## config.mk

```make
export PLATFORM = sky130hd
export DESIGN_NAME = ar_channel
export DESIGN_NICKNAME = d
export VERILOG_FILES = /design/src/source/axi_rd_pkg.sv /design/src/source/ar_channel.sv
export SDC_FILE = /design/constraint.sdc
export NUM_CORES = 1
export LEC_CHECK = 0
export BUFFER_PORTS_ARGS = -buffer_cell sky130_fd_sc_hd__buf_2
export CAP_MARGIN = 20
export CORE_AREA = 2 2 66 68
export DETAILED_ROUTE_END_ITERATION = 8
export DIE_AREA = 0 0 68 70
export PLACE_DENSITY = 0.76
export SYNTH_ARGS = -nofsm -noshare
export SYNTH_HDL_FRONTEND = slang
export SYNTH_SLANG_ARGS = --single-unit
```

## constraint.sdc

```tcl
create_clock -name clk -period 2.7 [get_ports clk]
set_input_delay 0.27 -clock clk [delete_from_list [all_inputs] [get_ports clk]]
set_output_delay 0.27 -clock clk [all_outputs]
set_load 0.01 [all_outputs]
```

## src/source/axi_rd_pkg.sv

```systemverilog
`default_nettype none

package axi_rd_pkg;

	// AXI burst encodings
	typedef enum logic [1:0] {
		FIXED = 2'd0,
		INCR  = 2'd1,
		WRAP  = 2'd2
	} burst_e;

	localparam int ADDR_WIDTH = 32;
	localparam int ID_WIDTH   = 4;

	// Beats minus one, so up to 16 beats
	localparam int LEN_WIDTH  = 4;

	// Bytes per beat is two to the power of size
	localparam int SIZE_WIDTH = 3;

	localparam int DEF_DATA_WIDTH = 32;
	localparam int DEF_MEM_BYTES  = 4096;

endpackage

`default_nettype wire
```

## src/source/ar_channel.sv

```systemverilog
`default_nettype none

module ar_channel (
	input  wire                                   clk,
	input  wire                                   resetn,
	input  wire                                   cmd_valid,
	input  wire [axi_rd_pkg::ADDR_WIDTH-1:0]      cmd_addr,
	input  wire [axi_rd_pkg::ID_WIDTH-1:0]        cmd_id,
	input  wire [axi_rd_pkg::LEN_WIDTH-1:0]       cmd_len,
	input  wire [axi_rd_pkg::SIZE_WIDTH-1:0]      cmd_size,
	input  wire axi_rd_pkg::burst_e               cmd_burst,
	input  wire                                   arready,
	input  wire                                   last_fire,
	output logic                                  cmd_ready,
	output logic                                  arvalid,
	output logic [axi_rd_pkg::ADDR_WIDTH-1:0]     araddr,
	output logic [axi_rd_pkg::ID_WIDTH-1:0]       arid,
	output logic [axi_rd_pkg::LEN_WIDTH-1:0]      arlen,
	output logic [axi_rd_pkg::SIZE_WIDTH-1:0]     arsize,
	output axi_rd_pkg::burst_e                    arburst,
	output logic                                  burst_active,
	output logic                                  done,
	output logic [axi_rd_pkg::LEN_WIDTH-1:0]      cur_len,
	output logic [axi_rd_pkg::SIZE_WIDTH-1:0]     cur_size,
	output axi_rd_pkg::burst_e                    cur_burst
);

	typedef enum logic [1:0] {
		ST_IDLE,
		ST_ADDR,
		ST_DATA
	} state_e;

	state_e state;

	assign cmd_ready    = (state == ST_IDLE);
	assign arvalid      = (state == ST_ADDR);
	assign burst_active = (state == ST_DATA);

	always_ff @(posedge clk or negedge resetn) begin
		if (!resetn) begin
			state <= ST_IDLE;
			done  <= 1'b0;
		end else begin
			done <= 1'b0;
			case (state)
				ST_IDLE: begin
					if (cmd_valid)
						state <= ST_ADDR;
				end
				ST_ADDR: begin
					if (arready)
						state <= ST_DATA;
				end
				default: begin
					if (last_fire) begin
						state <= ST_IDLE;
						done  <= 1'b1;
					end
				end
			endcase
		end
	end

	// Command held from acceptance until the next one
	always_ff @(posedge clk) begin
		if (cmd_valid && cmd_ready) begin
			araddr  <= cmd_addr;
			arid    <= cmd_id;
			arlen   <= cmd_len;
			arsize  <= cmd_size;
			arburst <= cmd_burst;
		end
	end

	assign cur_len   = arlen;
	assign cur_size  = arsize;
	assign cur_burst = arburst;

endmodule

`default_nettype wire

```

==> results.ini <==
[timing]
final.period_utilization=0.667
fin_crit_ns=1.80
rsz0062_at_grt=no
setup_violations=0
timing.slew.headroom=0.576
fmax_mhz=555
worst_slew_pin_slew_ns=0.636
finalSetupTns_ns=0
maxSlewViolCount=0
hold_viol_final=0
fin_skew_ns=0.00589

[cts]
clockBufferDepth=2
cts_sinks=48
cts_resized=0
post_cts_buffers=0
cts_tree=built
cts_made_buffers=5
clk_latency_ns=0.29
htreeDepth=2
root_buffer=clkbuf_8
path_clk_slew_ns=0.09

[layout]
drive_gt1_frac=0.667
insertedDiodeCount=0
syn2layout_area_growth_pct=42.9
final_nets=226
stdcell_area_sq_um=2230

[synthesis]
seq_area_frac_synth=0.913
synth_area_sq_um=1560
ys_ff_latch=48
syn-num-nets=118
postSynthCellCount=68
synth-warning-count=0
synth.distinct_cells=11
postSynthAreaPerCell_sq_um=23.0

[route]
postRouteAntennaNets=0
initialDrtViolationCount=94
wl_per_cell_um=13.9
drc=0
dr.pass1.iters=4
vias=974
routed_via_density=4.25
routed_wl_um=3190

[worst_setup_path]
worstRegToRegCells=3
crit_fanout=28
path_class=reg -> reg
cp.arrival_ns=1.80
crit_start=state[1]
crit_path_end_kind=register
worstPathRequired_ns=2.70
r2r_setup_slack_ns=0.90
startpoint_type=register
r2r-start=state[1]
r2r_end=araddr[25]

[job]
maxCapViolCount=0

[worst_hold_path]
hold_end=arlen[2]
worstHoldStart=cmd_len[2]
holdPathStages=1
hold_class=in -> reg

[outcome]
status=completed

[power]
p_seq_frac=0.537
power.leakage_nw=0.988
ir_worst_vdd_mv=0.324
comb_power_share=0.204
internal-power_mw=1.43
power_density_nw_per_um2=867
sw_frac_of_total=0.264
total_power_mw=1.94
power_switching_uw=512
p_clk_frac=0.259

[floorplan]
die_w_um=68
rows=24
die_area_sq_um=4760
io_pins=108
initial_core_util=0.377
coreArea_sq_um=4140
die_height_um=70

[grt]
grt_max_degree=29
first_global_vias=904
grt.overflow.total=0
grt_pass1_wl_um=4290
antenna_found_initial=0
grtUsageTotal=0.130

[place]
placed_area_sq_um=2110
globalplace.congestion=0.616
io_buffers=107

## routing by layer
metal | global-route usage | routed length [um] | up-vias
li1 | - | - | 460
met1 | 0.119 | 1050 | 441
met2 | 0.224 | 1550 | 68
met3 | 0.0773 | 532 | 5
met4 | 0.0533 | 52 | 0
met5 | 0 | 0 | -
## worst max-delay path: stages, from the launching register on
cell and delay (ns):
dfrtp_1 0.45, nor2_1 0.16, and2_2 0.58, buf_4 0.31
## sequential cells by signal (all words and copies together), names as in the netlist
signal / flops
araddr: 32
arid: 4
arlen: 4
arsize: 3
arburst: 2
state: 2
done: 1
## timing repair
item	in CTS	in global routing
setup endpoints to repair	0	0
endpoints found under the hold margin	3	0
hold buffers	1	0
## power by group through the flow
stage	logic, mW	clock network [mW]	registers, mW
finish	0.396	0.502	1.04
global placement	0.391	0	1.05
detailed placement	0.402	0	1.06
floorplan	0.142	0	1.13
CTS	0.403	0.523	1.04
global route	0.433	0.546	1.05
## cell usage in the layout, fill, tap and decap left out, drive strengths merged
cell type and count:
and2 2, and2b 1, buf 109, bufinv 1, clkbuf 5, clkinv 2
dfrtp 3, dlygate4sd3 1, edfxtp 45, inv 1, mux2i 2, nand2 2
nor2 1, nor2b 1, o22ai 1
## metrics by stage
stage	utilization	instances	setup slack [ns]	hold slack [ns]
floorplan	-	68	0.515	-0.0256
global placement	0.510	220	0.989	0.0713
detailed placement	0.510	220	0.891	0.0716
CTS	0.539	229	0.885	0.129
global route	0.539	229	0.814	0.122
finish	0.539	229	0.898	0.141
## how the worst max path moves through the flow
stage | end | slack, ns
floorplan | araddr[0] | 0.52
global placement | araddr[16] | 0.99
detailed placement | araddr[16] | 0.89
CTS | araddr[16] | 0.88
global route | araddr[16] | 0.81
finish | araddr[25] | 0.90
## Yosys cell counts
master,number,area (sq um)
nor2b_1,1,6.26
mux2i_1,2,20.0
o22ai_1,1,6.26
edfxtp_1,45,1350
and2b_2,1,8.76
inv_1,1,3.75
dfrtp_1,3,75.1
nand2_1,2,7.51
nor2_1,1,3.75
buf_4,9,67.6
and2_1,2,12.5
## kinds of logic after synthesis
kind of cell / share of synthesized area
AO/OA/AOI/OAI: 0.00401
buffers and inverters: 0.0456
flip-flops: 0.913
multiplexers: 0.0128
AND/OR/NAND/NOR: 0.0248
## layout make-up
cell class                      instances  area (sq um)
Fill cell                             344          1910
Sequential cell                        48          1430
Timing Repair Buffer                  110           561
Clock buffer                            5          68.8
Multi-Input combinational cell         10          66.3
Tap cell                               52          65.1
Clock inverter                          3          42.5
Inverter                                1          3.75
(Power assumes the default switching activity.)
