==> src/source/axi_rd_pkg.sv <==
`default_nettype none

package axi_rd_pkg;

	// AXI burst encodings
	typedef enum logic [1:0] {
		FIXED = 2'd0,
		INCR  = 2'd1,
		WRAP  = 2'd2
	} burst_e;

	localparam int ADDR_WIDTH = 32;
	localparam int ID_WIDTH   = 4;

	// Beats minus one, so up to 16 beats
	localparam int LEN_WIDTH  = 4;

	// Bytes per beat is two to the power of size
	localparam int SIZE_WIDTH = 3;

	localparam int DEF_DATA_WIDTH = 32;
	localparam int DEF_MEM_BYTES  = 4096;

endpackage

`default_nettype wire
==> src/source/beat_addr_gen.sv <==
`default_nettype none

module beat_addr_gen #(
	parameter int MEM_BYTES = axi_rd_pkg::DEF_MEM_BYTES
) (
	input  wire                                   clk,
	input  wire                                   resetn,
	input  wire                                   cmd_valid,
	input  wire                                   cmd_ready,
	input  wire [axi_rd_pkg::ADDR_WIDTH-1:0]      cmd_addr,
	input  wire [axi_rd_pkg::LEN_WIDTH-1:0]       cur_len,
	input  wire [axi_rd_pkg::SIZE_WIDTH-1:0]      cur_size,
	input  wire axi_rd_pkg::burst_e               cur_burst,
	input  wire                                   beat_fire,
	output logic [$clog2(MEM_BYTES)-1:0]          beat_addr
);

	localparam int MEM_AW = $clog2(MEM_BYTES);

	logic [MEM_AW:0]   step;
	logic [MEM_AW:0]   wrap_bound;
	logic [MEM_AW:0]   incr_addr;
	logic [MEM_AW-1:0] next_addr;

	// Bytes per beat and bytes per whole burst
	assign step       = (MEM_AW+1)'(1) << cur_size;
	assign wrap_bound = ((MEM_AW+1)'(cur_len) + 1'b1) << cur_size;

	assign incr_addr = {1'b0, beat_addr} + step;

	always_comb begin
		case (cur_burst)
			axi_rd_pkg::FIXED: begin
				next_addr = beat_addr;
			end
			axi_rd_pkg::WRAP: begin
				// Legal WRAP lengths make the boundary a power of two
				if ((incr_addr & (wrap_bound - 1'b1)) == '0)
					next_addr = MEM_AW'(incr_addr - wrap_bound);
				else
					next_addr = incr_addr[MEM_AW-1:0];
			end
			default: begin
				next_addr = incr_addr[MEM_AW-1:0];
			end
		endcase
	end

	always_ff @(posedge clk or negedge resetn) begin
		if (!resetn) begin
			beat_addr <= '0;
		end else if (cmd_valid && cmd_ready) begin
			beat_addr <= cmd_addr[MEM_AW-1:0];
		end else if (beat_fire) begin
			beat_addr <= next_addr;
		end
	end

endmodule

`default_nettype wire

==> config.mk <==
export PLATFORM = sky130hd
export DESIGN_NAME = beat_addr_gen
export DESIGN_NICKNAME = d
export VERILOG_FILES = /design/src/source/axi_rd_pkg.sv /design/src/source/beat_addr_gen.sv
export SDC_FILE = /design/constraint.sdc
export NUM_CORES = 1
export LEC_CHECK = 0
export BUFFER_PORTS_ARGS = -buffer_cell sky130_fd_sc_hd__buf_4
export CAP_MARGIN = 30
export CORE_MARGIN = 2
export CORE_UTILIZATION = 35
export CTS_CLUSTER_DIAMETER = 30
export DETAILED_ROUTE_END_ITERATION = 10
export PLACE_DENSITY = 0.58
export SLEW_MARGIN = 0
export SYNTH_ARGS = -nofsm -noshare
export SYNTH_HDL_FRONTEND = slang
export SYNTH_SLANG_ARGS = --single-unit
==> constraint.sdc <==
create_clock -name clk -period 3.75 [get_ports clk]
set_input_delay 0.75 -clock clk [delete_from_list [all_inputs] [get_ports clk]]
set_output_delay 0.75 -clock clk [all_outputs]
set_load 0.02 [all_outputs]
==> impl_metrics.csv <==
group,metric,value,unit
timing,worst_pin_slew,645,ps
routing,dr.first_iter.drc_count,133,
clock_tree,cts_buffer_depth,2,
logic_synthesis,syn_area,2590,um^2
critical_path,cp_slowest_cell,"fa_2",
floorplanning,dieArea,8110,um^2
grt,grt.total_usage,0.206,
critical_path,startpoint_type,"input port",
clock_tree,cts_root_buf,"clkbuf_8",
routing,wl_per_cell,15.5,um
finish,area_growth_syn_to_layout,58.4,%
critical_path,cp_num_buf_inv,1,
logic_synthesis,yosysWarnings,0,
logic_synthesis,synthCells,342,
logic_synthesis,async_reset_ff_frac,1.00,
floorplanning,die_y,90.1,um
critical_path,slowest_delay,490,ps
timing,min_period,3770,ps
timing,relSlewSlack,0.568,
grt,grt_overflow,0,
routing,viasPerCell,5.45,
clock_tree,h-tree-depth,1,
pwr,peakVddDrop,282,uV
finish,reg.largest.list,"beat_addr (12)",
timing,finalCritPeriodShare,1.00,
logic_synthesis,synthTopCellsByArea,"dfrtp_1 12%, ha_1 9.7%, xnor2_1 6.1%",
critical_path,cp-end-kind,"register",
grt,first_global_vias,2951,
routing,ant_nets,0,
critical_path,crit_fanout,3,
finish,post-route-util,0.569,
routing,first_pass_iters,5,
floorplanning,pin_count,58,
critical_path,crit_family,"simple AND/OR/NAND/NOR gates",
grt,grt_antenna_before_repair,0,
timing,rsz0062_at_grt,"yes",
floorplanning,die_w,90.1,um
min_path,min_path_type,"input port to async pin",
pwr,leakagePower,0.00181,uW
logic_synthesis,synthFlopType,"dfrtp_1",
logic_synthesis,avgSynthCellArea,7.58,um^2
finish,antennaDiodeCount,0,
logic_synthesis,ys_types,67,
floorplanning,initial_utilization,0.359,
routing,drt-total-wl,8830,um
timing,slew_violations,0,
timing,skew,1.10,ps
logic_synthesis,synth_fp_nets,410,
clock_tree,cts_tree,"yes",
critical_path,critPathKind,"input port to register",
critical_path,r2r-start,"beat_addr[0]",
timing,timing.final.ws_setup,-16.8,ps
critical_path,r2r_slack,410,ps
timing,fin_hold_ws,334,ps
critical_path,r2r-end,"beat_addr[9]",
timing,clock.fmax,0.265,GHz
place,dp_hpwl,7170,um
finish,top_register,"beat_addr",
floorplanning,fp-row-count,31,
clock_tree,hold_buffers,0,
timing,setup_violations,2,
place,gp_congestion,0.904,
clock_tree,clkTransAtPathRegs,60,ps
critical_path,arrival,3890,ps
clock_tree,clkSinkCount,12,
clock_tree,insertion_delay,240,ps
finish,largest_reg_flops,12,
finish,layout-drive-gt1-share,0.448,
pwr,powerDensity,405,nW/um^2
critical_path,crit_chain,"buf_6, or2_4, nor2_4, ha_4, fa_2, ha_4, nor2b_4, o211ai_1, a31oi_1, or2_4, o2111ai_4, nand2_1, xnor2_1, nand3_1, xnor2_1, o21ai_1",
run_status,status,"finished with violations",
routing,route.detailed.drc,0,
critical_path,ff2ff_path_depth,15,
place,io_buffers,37,
logic_synthesis,synthDominantCellAreaShare,0.116,
routing,vias,3109,
logic_synthesis,synth_edf_count,0,
timing,hold_viol,0,
logic_synthesis,synth-seq-area-share,0.116,
grt,grt_pass1_wl,14100,um
critical_path,cp_data_required_time,3870,ps
grt,grt_max_degree,19,
logic_synthesis,yosysTopAreaCell,"dfrtp_1",
floorplanning,core,7210,um^2
flow_run,max_cap_violations,0,
clock_tree,numCtsBuffers,3,
logic_synthesis,yosys_register_bits,12,
run_status,violations,"setup timing",
finish,final_nets,540,
metal layers:
metal	wire length (um)	global-route usage
met4	50	0.0231
met1	4160	0.288
met3	224	0.0235
met5	0	0
met2	4390	0.351
synth_stat cells, drive strengths merged, types with 3 or more instances:
cell type / instances
clkbuf: 7
xnor2: 19
nand3b: 3
o211ai: 9
o2111ai: 4
ha: 20
dfrtp: 12
or3: 4
nor2: 38
nor2b: 6
nand2: 23
buf: 5
or2: 6
xor2: 9
o311ai: 4
nand3: 14
and2: 6
o22ai: 6
o21ai: 25
a21o: 3
a31oi: 3
o21a: 6
nor3: 13
nand2b: 4
mux2i: 9
and3b: 3
o221ai: 4
a2111oi: 3
a21oi: 15
a211oi: 3
inv: 14
a22oi: 11
final cells by class:
type / count / area, um^2
clock buffers: 4 / 55.1
fillers: 689 / 3110
inverters: 14 / 52.6
multi-input cells: 304 / 2520
flip-flops and latches: 12 / 300
well taps: 99 / 124
repair buffers: 137 / 1050
cells by family after synthesis:
logic type      Yosys count  share of synthesized area
compound gates          115                      0.335
flops                    12                      0.116
buf+inv                  26                     0.0463
simple gates            128                      0.248
mux                      11                     0.0449
xor+xnor                 28                     0.0975
fa+ha+maj                22                      0.112
cell usage in the layout (no fill, tap or decap), types with 7 or more instances in the layout:
cell	count
nor3_1	12
o21ai_1	8
dfrtp_1	12
o21ai_0	14
o211ai_1	9
inv_1	12
xor2_1	8
nand2_1	18
ha_1	14
nor2_1	32
a22oi_1	11
buf_6	7
nand3_1	11
a21oi_1	8
mux2i_1	8
buf_4	130
xnor2_1	12
how the worst max path moves through the flow:
stage / start / to / slack, ps / depth (start not counted)
after detailed placement: cur_size[2] / beat_addr[11] / -390 / 16
after global routing: cur_size[1] / beat_addr[9] / -170 / 16
final: cur_size[1] / beat_addr[9] / -20 / 16
after floorplan: cur_size[2] / beat_addr[11] / -80 / 18
after CTS: cur_size[1] / beat_addr[10] / 2 / 21
after global placement: cur_size[2] / beat_addr[11] / -390 / 16
per-stage QoR:
stage / power, uW / instance area (um^2) / std cells / setup WS, ps / TNS, ps
2_1_floorplan: 876 / 2660 / 342 / -77.3 / -132
3_3_place_gp: 1290 / 3650 / 557 / -386 / -2900
3_5_place_dp: 1310 / 3650 / 557 / -392 / -2860
4_1_cts: 1490 / 3760 / 562 / 1.88 / 0
5_1_grt: 1780 / 4110 / 570 / -169 / -894
6_report: 1660 / 4110 / 570 / -16.8 / -23.2
worst register-to-register path: stages (launching register included):
cell and delay [ps]:
dfrtp_1 410, ha_4 180, fa_2 390, a21oi_4 180
o21bai_1 110, xor2_1 190, ha_1 280, o21ai_1 140
a31oi_1 60, or2_4 290, o2111ai_4 250, nand2_1 120
xnor2_1 200, nand3_1 120, xnor2_1 190, o21ai_1 90
where the power goes:
| group | switching [uW] | internal (uW) | leakage [uW] | total [uW] |
|---|---|---|---|---|
| Clock | 52.1 | 93.0 | 0.0000288 | 145 |
| Combinational | 642 | 670 | 0.00163 | 1310 |
| Sequential | 47.0 | 158 | 0.000144 | 205 |
what timing repair did:
action                                  CTS  global route
endpoints found under the hold margin     0             0
setup buffers                             1             9
cloned                                    0             0
endpoints found under the setup margin    5            12
gates resized for setup                   7            56
pin swaps                                 7            39
Note: power is estimated with default switching activity, not from simulation.
