**src/source/axi_rd_pkg.sv**
```systemverilog
`default_nettype none

package axi_rd_pkg;

	// AXI burst encodings
	typedef enum logic [1:0] {
		FIXED = 2'd0,
		INCR  = 2'd1,
		WRAP  = 2'd2
	} burst_e;

	localparam int ADDR_WIDTH = 32;
	localparam int ID_WIDTH   = 4;

	// Beats minus one, so up to 16 beats
	localparam int LEN_WIDTH  = 4;

	// Bytes per beat is two to the power of size
	localparam int SIZE_WIDTH = 3;

	localparam int DEF_DATA_WIDTH = 32;
	localparam int DEF_MEM_BYTES  = 4096;

endpackage

`default_nettype wire
```
**src/source/r_beat_writer.sv**
```systemverilog
`default_nettype none

module r_beat_writer #(
	parameter int DATA_WIDTH = axi_rd_pkg::DEF_DATA_WIDTH,
	parameter int MEM_BYTES  = axi_rd_pkg::DEF_MEM_BYTES
) (
	input  wire                                   clk,
	input  wire                                   resetn,
	input  wire                                   burst_active,
	input  wire                                   rvalid,
	input  wire [DATA_WIDTH-1:0]                  rdata,
	input  wire                                   rlast,
	input  wire [$clog2(MEM_BYTES)-1:0]           beat_addr,
	input  wire [axi_rd_pkg::SIZE_WIDTH-1:0]      cur_size,
	output logic                                  rready,
	output logic                                  beat_fire,
	output logic                                  last_fire,
	output logic                                  wr_en,
	output logic [$clog2(MEM_BYTES)-1:0]          wr_addr,
	output logic [31:0]                           wr_data,
	output logic [2:0]                            wr_bytes
);

	assign rready    = burst_active;
	assign beat_fire = rvalid && rready;
	assign last_fire = beat_fire && rlast;

	assign wr_en   = beat_fire;
	assign wr_addr = beat_addr;

	// Byte 0 of the low lanes lands at the beat address
	always_comb begin
		wr_data = '0;
		case (cur_size)
			3'd0: begin
				wr_bytes     = 3'd1;
				wr_data[7:0] = rdata[7:0];
			end
			3'd1: begin
				wr_bytes      = 3'd2;
				wr_data[15:0] = rdata[15:0];
			end
			default: begin
				wr_bytes = 3'd4;
				wr_data  = rdata[31:0];
			end
		endcase
	end

endmodule

`default_nettype wire

```
**config.mk**
```make
export PLATFORM = sky130hd
export DESIGN_NAME = r_beat_writer
export DESIGN_NICKNAME = d
export VERILOG_FILES = /design/src/source/axi_rd_pkg.sv /design/src/source/r_beat_writer.sv
export SDC_FILE = /design/constraint.sdc
export NUM_CORES = 1
export LEC_CHECK = 0
export BUFFER_PORTS_ARGS = -buffer_cell sky130_fd_sc_hd__buf_2
export CAP_MARGIN = 20
export CORE_MARGIN = 5
export CORE_UTILIZATION = 24
export DETAILED_ROUTE_END_ITERATION = 12
export GPL_TIMING_DRIVEN = 0
export PLACE_DENSITY_LB_ADDON = 0.05
export SLEW_MARGIN = 15
export SYNTH_ARGS = -nofsm -noshare
export SYNTH_HDL_FRONTEND = slang
export SYNTH_SLANG_ARGS = --single-unit
```
**constraint.sdc**
```tcl
create_clock -name vclk -period 0.9
set_input_delay 0.09 -clock vclk [all_inputs]
set_output_delay 0.09 -clock vclk [all_outputs]
set_load 0.01 [all_outputs]
```
==> results.ini, run 1 <==
[drt]
routed_via_density=4.16
final_antenna_net_count=0
wl_per_cell_um=10.9
drtPass1Iterations=4
wirelength_um=1760
drt_drc_violations_left=0
dr.first_iter.drc_count=1
via_count=669

[synthesis]
avgSynthCellArea_sq_um=7.68
synth-compound-area-share_pct=42.7
syn_nets=110
ys_types=11
synth_top_family_by_area=buffers and inverters
yosysWarningCount=0
synth_xor_xnor_area_share_pct=0
synth_mux_area_share_pct=0
post_synthesis_simple_gate_area_fraction_pct=8.15
seq_area_frac_synth_pct=0
post_synth_instance_area_sq_um=445
synth-adder-area-share_pct=0
synth_cells=58

[critical_path]
critical-path-slowest-cell=o31a_1
worst-endpoint-required_ps=810
crit_path_end_kind=primary output
slowest_cell_delay_on_critical_path_ps=230
startpoint_class=input pin
cp_top_family=buffers and inverters
path_common_cell=buf_2
critical_path.cell_chain=buf_2 -> buf_6 -> o31a_1 -> buf_2
critical_path_buf_inv_count=3
setup.worst_path.class=input pin to primary output
cp.arrival_ps=760
critical_path_peak_fanout=10

[sta]
grt_setup_unrepaired=no
setup-violations-final=0
final_hold_viol_count=0
timing_max_transition_violations_final=0
period_share_pct=94.6
totalNegativeSetupSlack_ps=0
clock.fmax_ghz=1.17
slew-limit-headroom_pct=88.2
max_slew.worst_pin.slew_ps=176
final_critical_path_setup_slack_ps=48.8
min_period_ps=851

[global_route]
first_global_vias=601
globalRouteOverflowTotal=0
grt_antenna_before_repair=0
grt_start_max_net_pins=11
global_route_wire_length_before_repair_um=2400
track_usage_pct=10.4

[power_and_ir_drop]
switching_share_pct=43.7
vdd_ir_drop_max_v=0.000266
internal-power_w=0.000257
cellPowerDensity_nw_per_um2=522
combPwrFrac_pct=100.0
report.power.total_w=0.000456
power_leakage_nw=0.528
clock_power_share_pct=0
p_switching_w=0.000199
seqPwrFrac_pct=0

[floorplanning]
pin_count=103
std_cell_rows=15
fp.dieH_um=53.1
fp.coreArea_sq_um=1750
floorplan.die_area_sq_um=2820
die_w_um=53.1
initial_core_utilization_pct=25.5

[final_layout]
final-seq-area_sq_um=0
num-clock-buffers=0
nNetsFinal=190
postLayoutCellArea_sq_um=873
instances_no_fill=161
post_route_cells_drive_above_1_share_pct=79.4
n_antenna_cell=0
layout.cells.most_common_list=buf_2 (81), buf_4 (23), o21a_1 (16), o31a_1 (8), buf_6 (2)
final_common_cell=buf_2
area_delta_synth_final_pct=96.1
n_sequential_cell=0

[place]
cell_count_after_placement=161
routability_driven_placement_congestion_ratio=0.599
dp_slack_ps=23.5
placedInstanceArea_sq_um=867
port_buffers=78

[outcome]
run_status=completed

[cts]
cts_hold_buf=0

[worst_hold_path]
timing.hold.worst.class=input pin to primary output

[flow_run]
max_cap_viol_count=0

-- area by class of cell --
type                       count  area (sq um)
fill                         202           872
multi-input combinational     29           226
timing repair buffer          78           390
tap                           25          31.3
buffer                        29           225
-- stage by stage --
step                      hold slack (ps)  utilization [%]
after floorplan                       272                -
after global placement                366             49.7
after detailed placement              366             49.7
after CTS                             366             49.7
after global routing                  372             50.0
final                                 364             50.0
-- layer usage --
layer	part of all wire [%]	vias up	global-route usage, %
li1	-	338	-
met3	18	0	3.38
met4	0	0	0
met1	35	272	12.0
met2	46	59	19.6
met5	0	-	0
-- synth_stat cells --
cell / instances / area, sq um
buf_6: 1 / 11.3
nor3b_2: 1 / 12.5
buf_8: 1 / 15.0
and2_1: 1 / 6.26
o31a_1: 8 / 70.1
buf_4: 23 / 173
or2_1: 1 / 6.26
and3_1: 1 / 6.26
buf_2: 4 / 20.0
o21a_1: 16 / 120
nor3_1: 1 / 5.00
-- cell families after synthesis --
kind of cell,Yosys count
compound gates,24
buf+inv,29
simple gates,5
-- power by group through the flow --
stage	Clock (W)	Sequential, W	Combinational [W]
after floorplan	0	0	0.000266
after global placement	0	0	0.000453
after detailed placement	0	0	0.000457
after CTS	0	0	0.000459
after global routing	0	0	0.000501
final	0	0	0.000456
-- repair_timing --
| action | in CTS | in global routing |
|---|---|---|
| buffers inserted | 0 | 0 |
| resized for setup | 0 | 3 |
| endpoints found under the setup margin | 0 | 5 |
-- final timing paths --
path	slack, ps	from	cells after the start	endpoint
worst max-delay path	50	cur_size[2]	4	wr_data[8]
worst min-delay path	360	rdata[5]	2	wr_data[5]
No activity file was read; power rests on OpenSTA's default activity.
==> inputs of run 2 (changes only) <==
Settings changed: CELL_PAD_IN_SITES_DETAIL_PLACEMENT from default to 0, CELL_PAD_IN_SITES_GLOBAL_PLACEMENT from default to 2, CORE_UTILIZATION 24 to 10, PLACE_DENSITY from default to 0.95, PLACE_DENSITY_LB_ADDON 0.05 to default, SETUP_SLACK_MARGIN from default to 0.1.
==> run 2 against run 1 <==
  * Fmax increased by 0.99%
  * Combinational power increased by 15%
  * Highest routed layer unchanged
  * Sequential share of layout area did not move
  * Hold slack got worse by 0.53 ps
  * Via count up 5.8%
  * First-iteration DRC count increased to 11 times the previous value
==> results.ini, run 2 (same netlist as run 1, synthesis figures left out) <==
[final_layout]
layout.cells.most_common_list=buf_2 (79), buf_4 (24), o21a_1 (16), o31a_1 (8)
layout.filler_cells=493  ; +140%
n_antenna_cell=0  ; unchanged
post_route_cells_drive_above_1_share_pct=80.9  ; +1.4 points
postLayoutCellArea_sq_um=1040  ; +19%
n_sequential_cell=0  ; unchanged
nNetsFinal=195  ; +2.6%
area_delta_synth_final_pct=134
num-clock-buffers=0  ; unchanged
final_common_cell=buf_2
final-seq-area_sq_um=0  ; unchanged
instances_no_fill=193  ; +20%

[sta]
period_share_pct=93.6  ; -0.93 points
final_critical_path_setup_slack_ps=57.2  ; +8.37 ps
timing_max_transition_violations_final=0  ; unchanged
grt_setup_unrepaired=yes
setup-violations-final=0  ; unchanged
slew-limit-headroom_pct=87.3  ; -0.95 points
max_slew.worst_pin.slew_ps=191  ; +14.2 ps
min_period_ps=843  ; -8.37 ps
clock.fmax_ghz=1.19  ; +0.99%
final_hold_viol_count=0  ; unchanged

[power_and_ir_drop]
vdd_ir_drop_max_v=0.000133  ; -50%
power_leakage_nw=0.589  ; +12%
cellPowerDensity_nw_per_um2=505  ; -3.4%
report.power.total_w=0.000526  ; +15%

[place]
cell_count_after_placement=188  ; +17%
placedInstanceArea_sq_um=901  ; +3.9%
port_buffers=78  ; unchanged
routability_driven_placement_congestion_ratio=0.626  ; +4.5%
dp_slack_ps=-11.8  ; -35.3 ps

[worst_hold_path]
hold-path-cell-count=2  ; unchanged
timing.hold.worst.class=input pin to primary output

[drt]
wl_per_cell_um=11.5  ; +4.9%
drtPass1Iterations=3  ; -1
routed_via_density=3.67  ; -12%
drt_drc_violations_left=0  ; unchanged
final_antenna_net_count=0  ; unchanged
via_count=708  ; +5.8%
wirelength_um=2210  ; +26%
dr.first_iter.drc_count=11  ; +10

[floorplanning]
fp.coreArea_sq_um=4320  ; +150%
die_w_um=76.7  ; +45%
pin_count=103  ; unchanged
std_cell_rows=24  ; +9
initial_core_utilization_pct=10.3  ; -15 points
fp.dieH_um=76.7  ; +45%
floorplan.die_area_sq_um=5890  ; +110%

[critical_path]
startpoint_class=input pin
crit_path_end_kind=primary output
cp.arrival_ps=750  ; about the same
critical_path_peak_fanout=7  ; -3
worst-endpoint-required_ps=810  ; about the same
setup.worst_path.class=input pin to primary output

[global_route]
track_usage_pct=6.42  ; -4.0 points
global_route_wire_length_before_repair_um=3320  ; +38%
first_global_vias=708  ; +18%
grt_start_max_net_pins=11  ; unchanged
globalRouteOverflowTotal=0  ; unchanged
grt_antenna_before_repair=0  ; unchanged

[flow_run]
max_cap_viol_count=0  ; unchanged

[outcome]
run_status=completed

-- run 2: stage by stage --
step	util [%]	setup TNS, ps	hold WS, ps
floorplan	-	0	272
global placement	20.8	-27.8	366
detailed placement	20.8	-11.8	366
CTS	21.9	0	366
global route	24.1	0	370
finish	24.1	0	364
-- run 2: final cells by class --
cell class	count	area (sq um)	area share, %
well taps	52	65.1	6.24
plain buffers	29	263	25.2
multi-input cells	29	231	22.2
repair buffers	83	483	46.3
-- run 2: final timing paths --
kind | startpoint | endpoint | slack, ps
max | cur_size[2] | wr_data[8] | 60
min | beat_addr[5] | wr_addr[5] | 360
-- run 2: worst max-delay path, cell delays in order --
cell and delay (ps):
buf_12 120, buf_8 120, o31a_1 280, buf_2 140
-- run 2: report_power, final --
group          total [W]  switching [W]  internal, W
registers              0              0            0
clock network          0              0            0
logic           0.000526       0.000214     0.000311
-- run 2: timing repair --
action,CTS,global route
cloned,1,2
resized for setup,6,9
setup endpoints to repair,20,16
pin swaps,0,2
hold buffers,0,0
buffers inserted,0,2
-- run 2: per-layer routing --
layer / share of wire (%) / global-route usage [%]
met3: 16 / 2.58
met2: 50 / 12.6
met4: 0 / 0
met1: 35 / 6.71
met5: 0 / 0
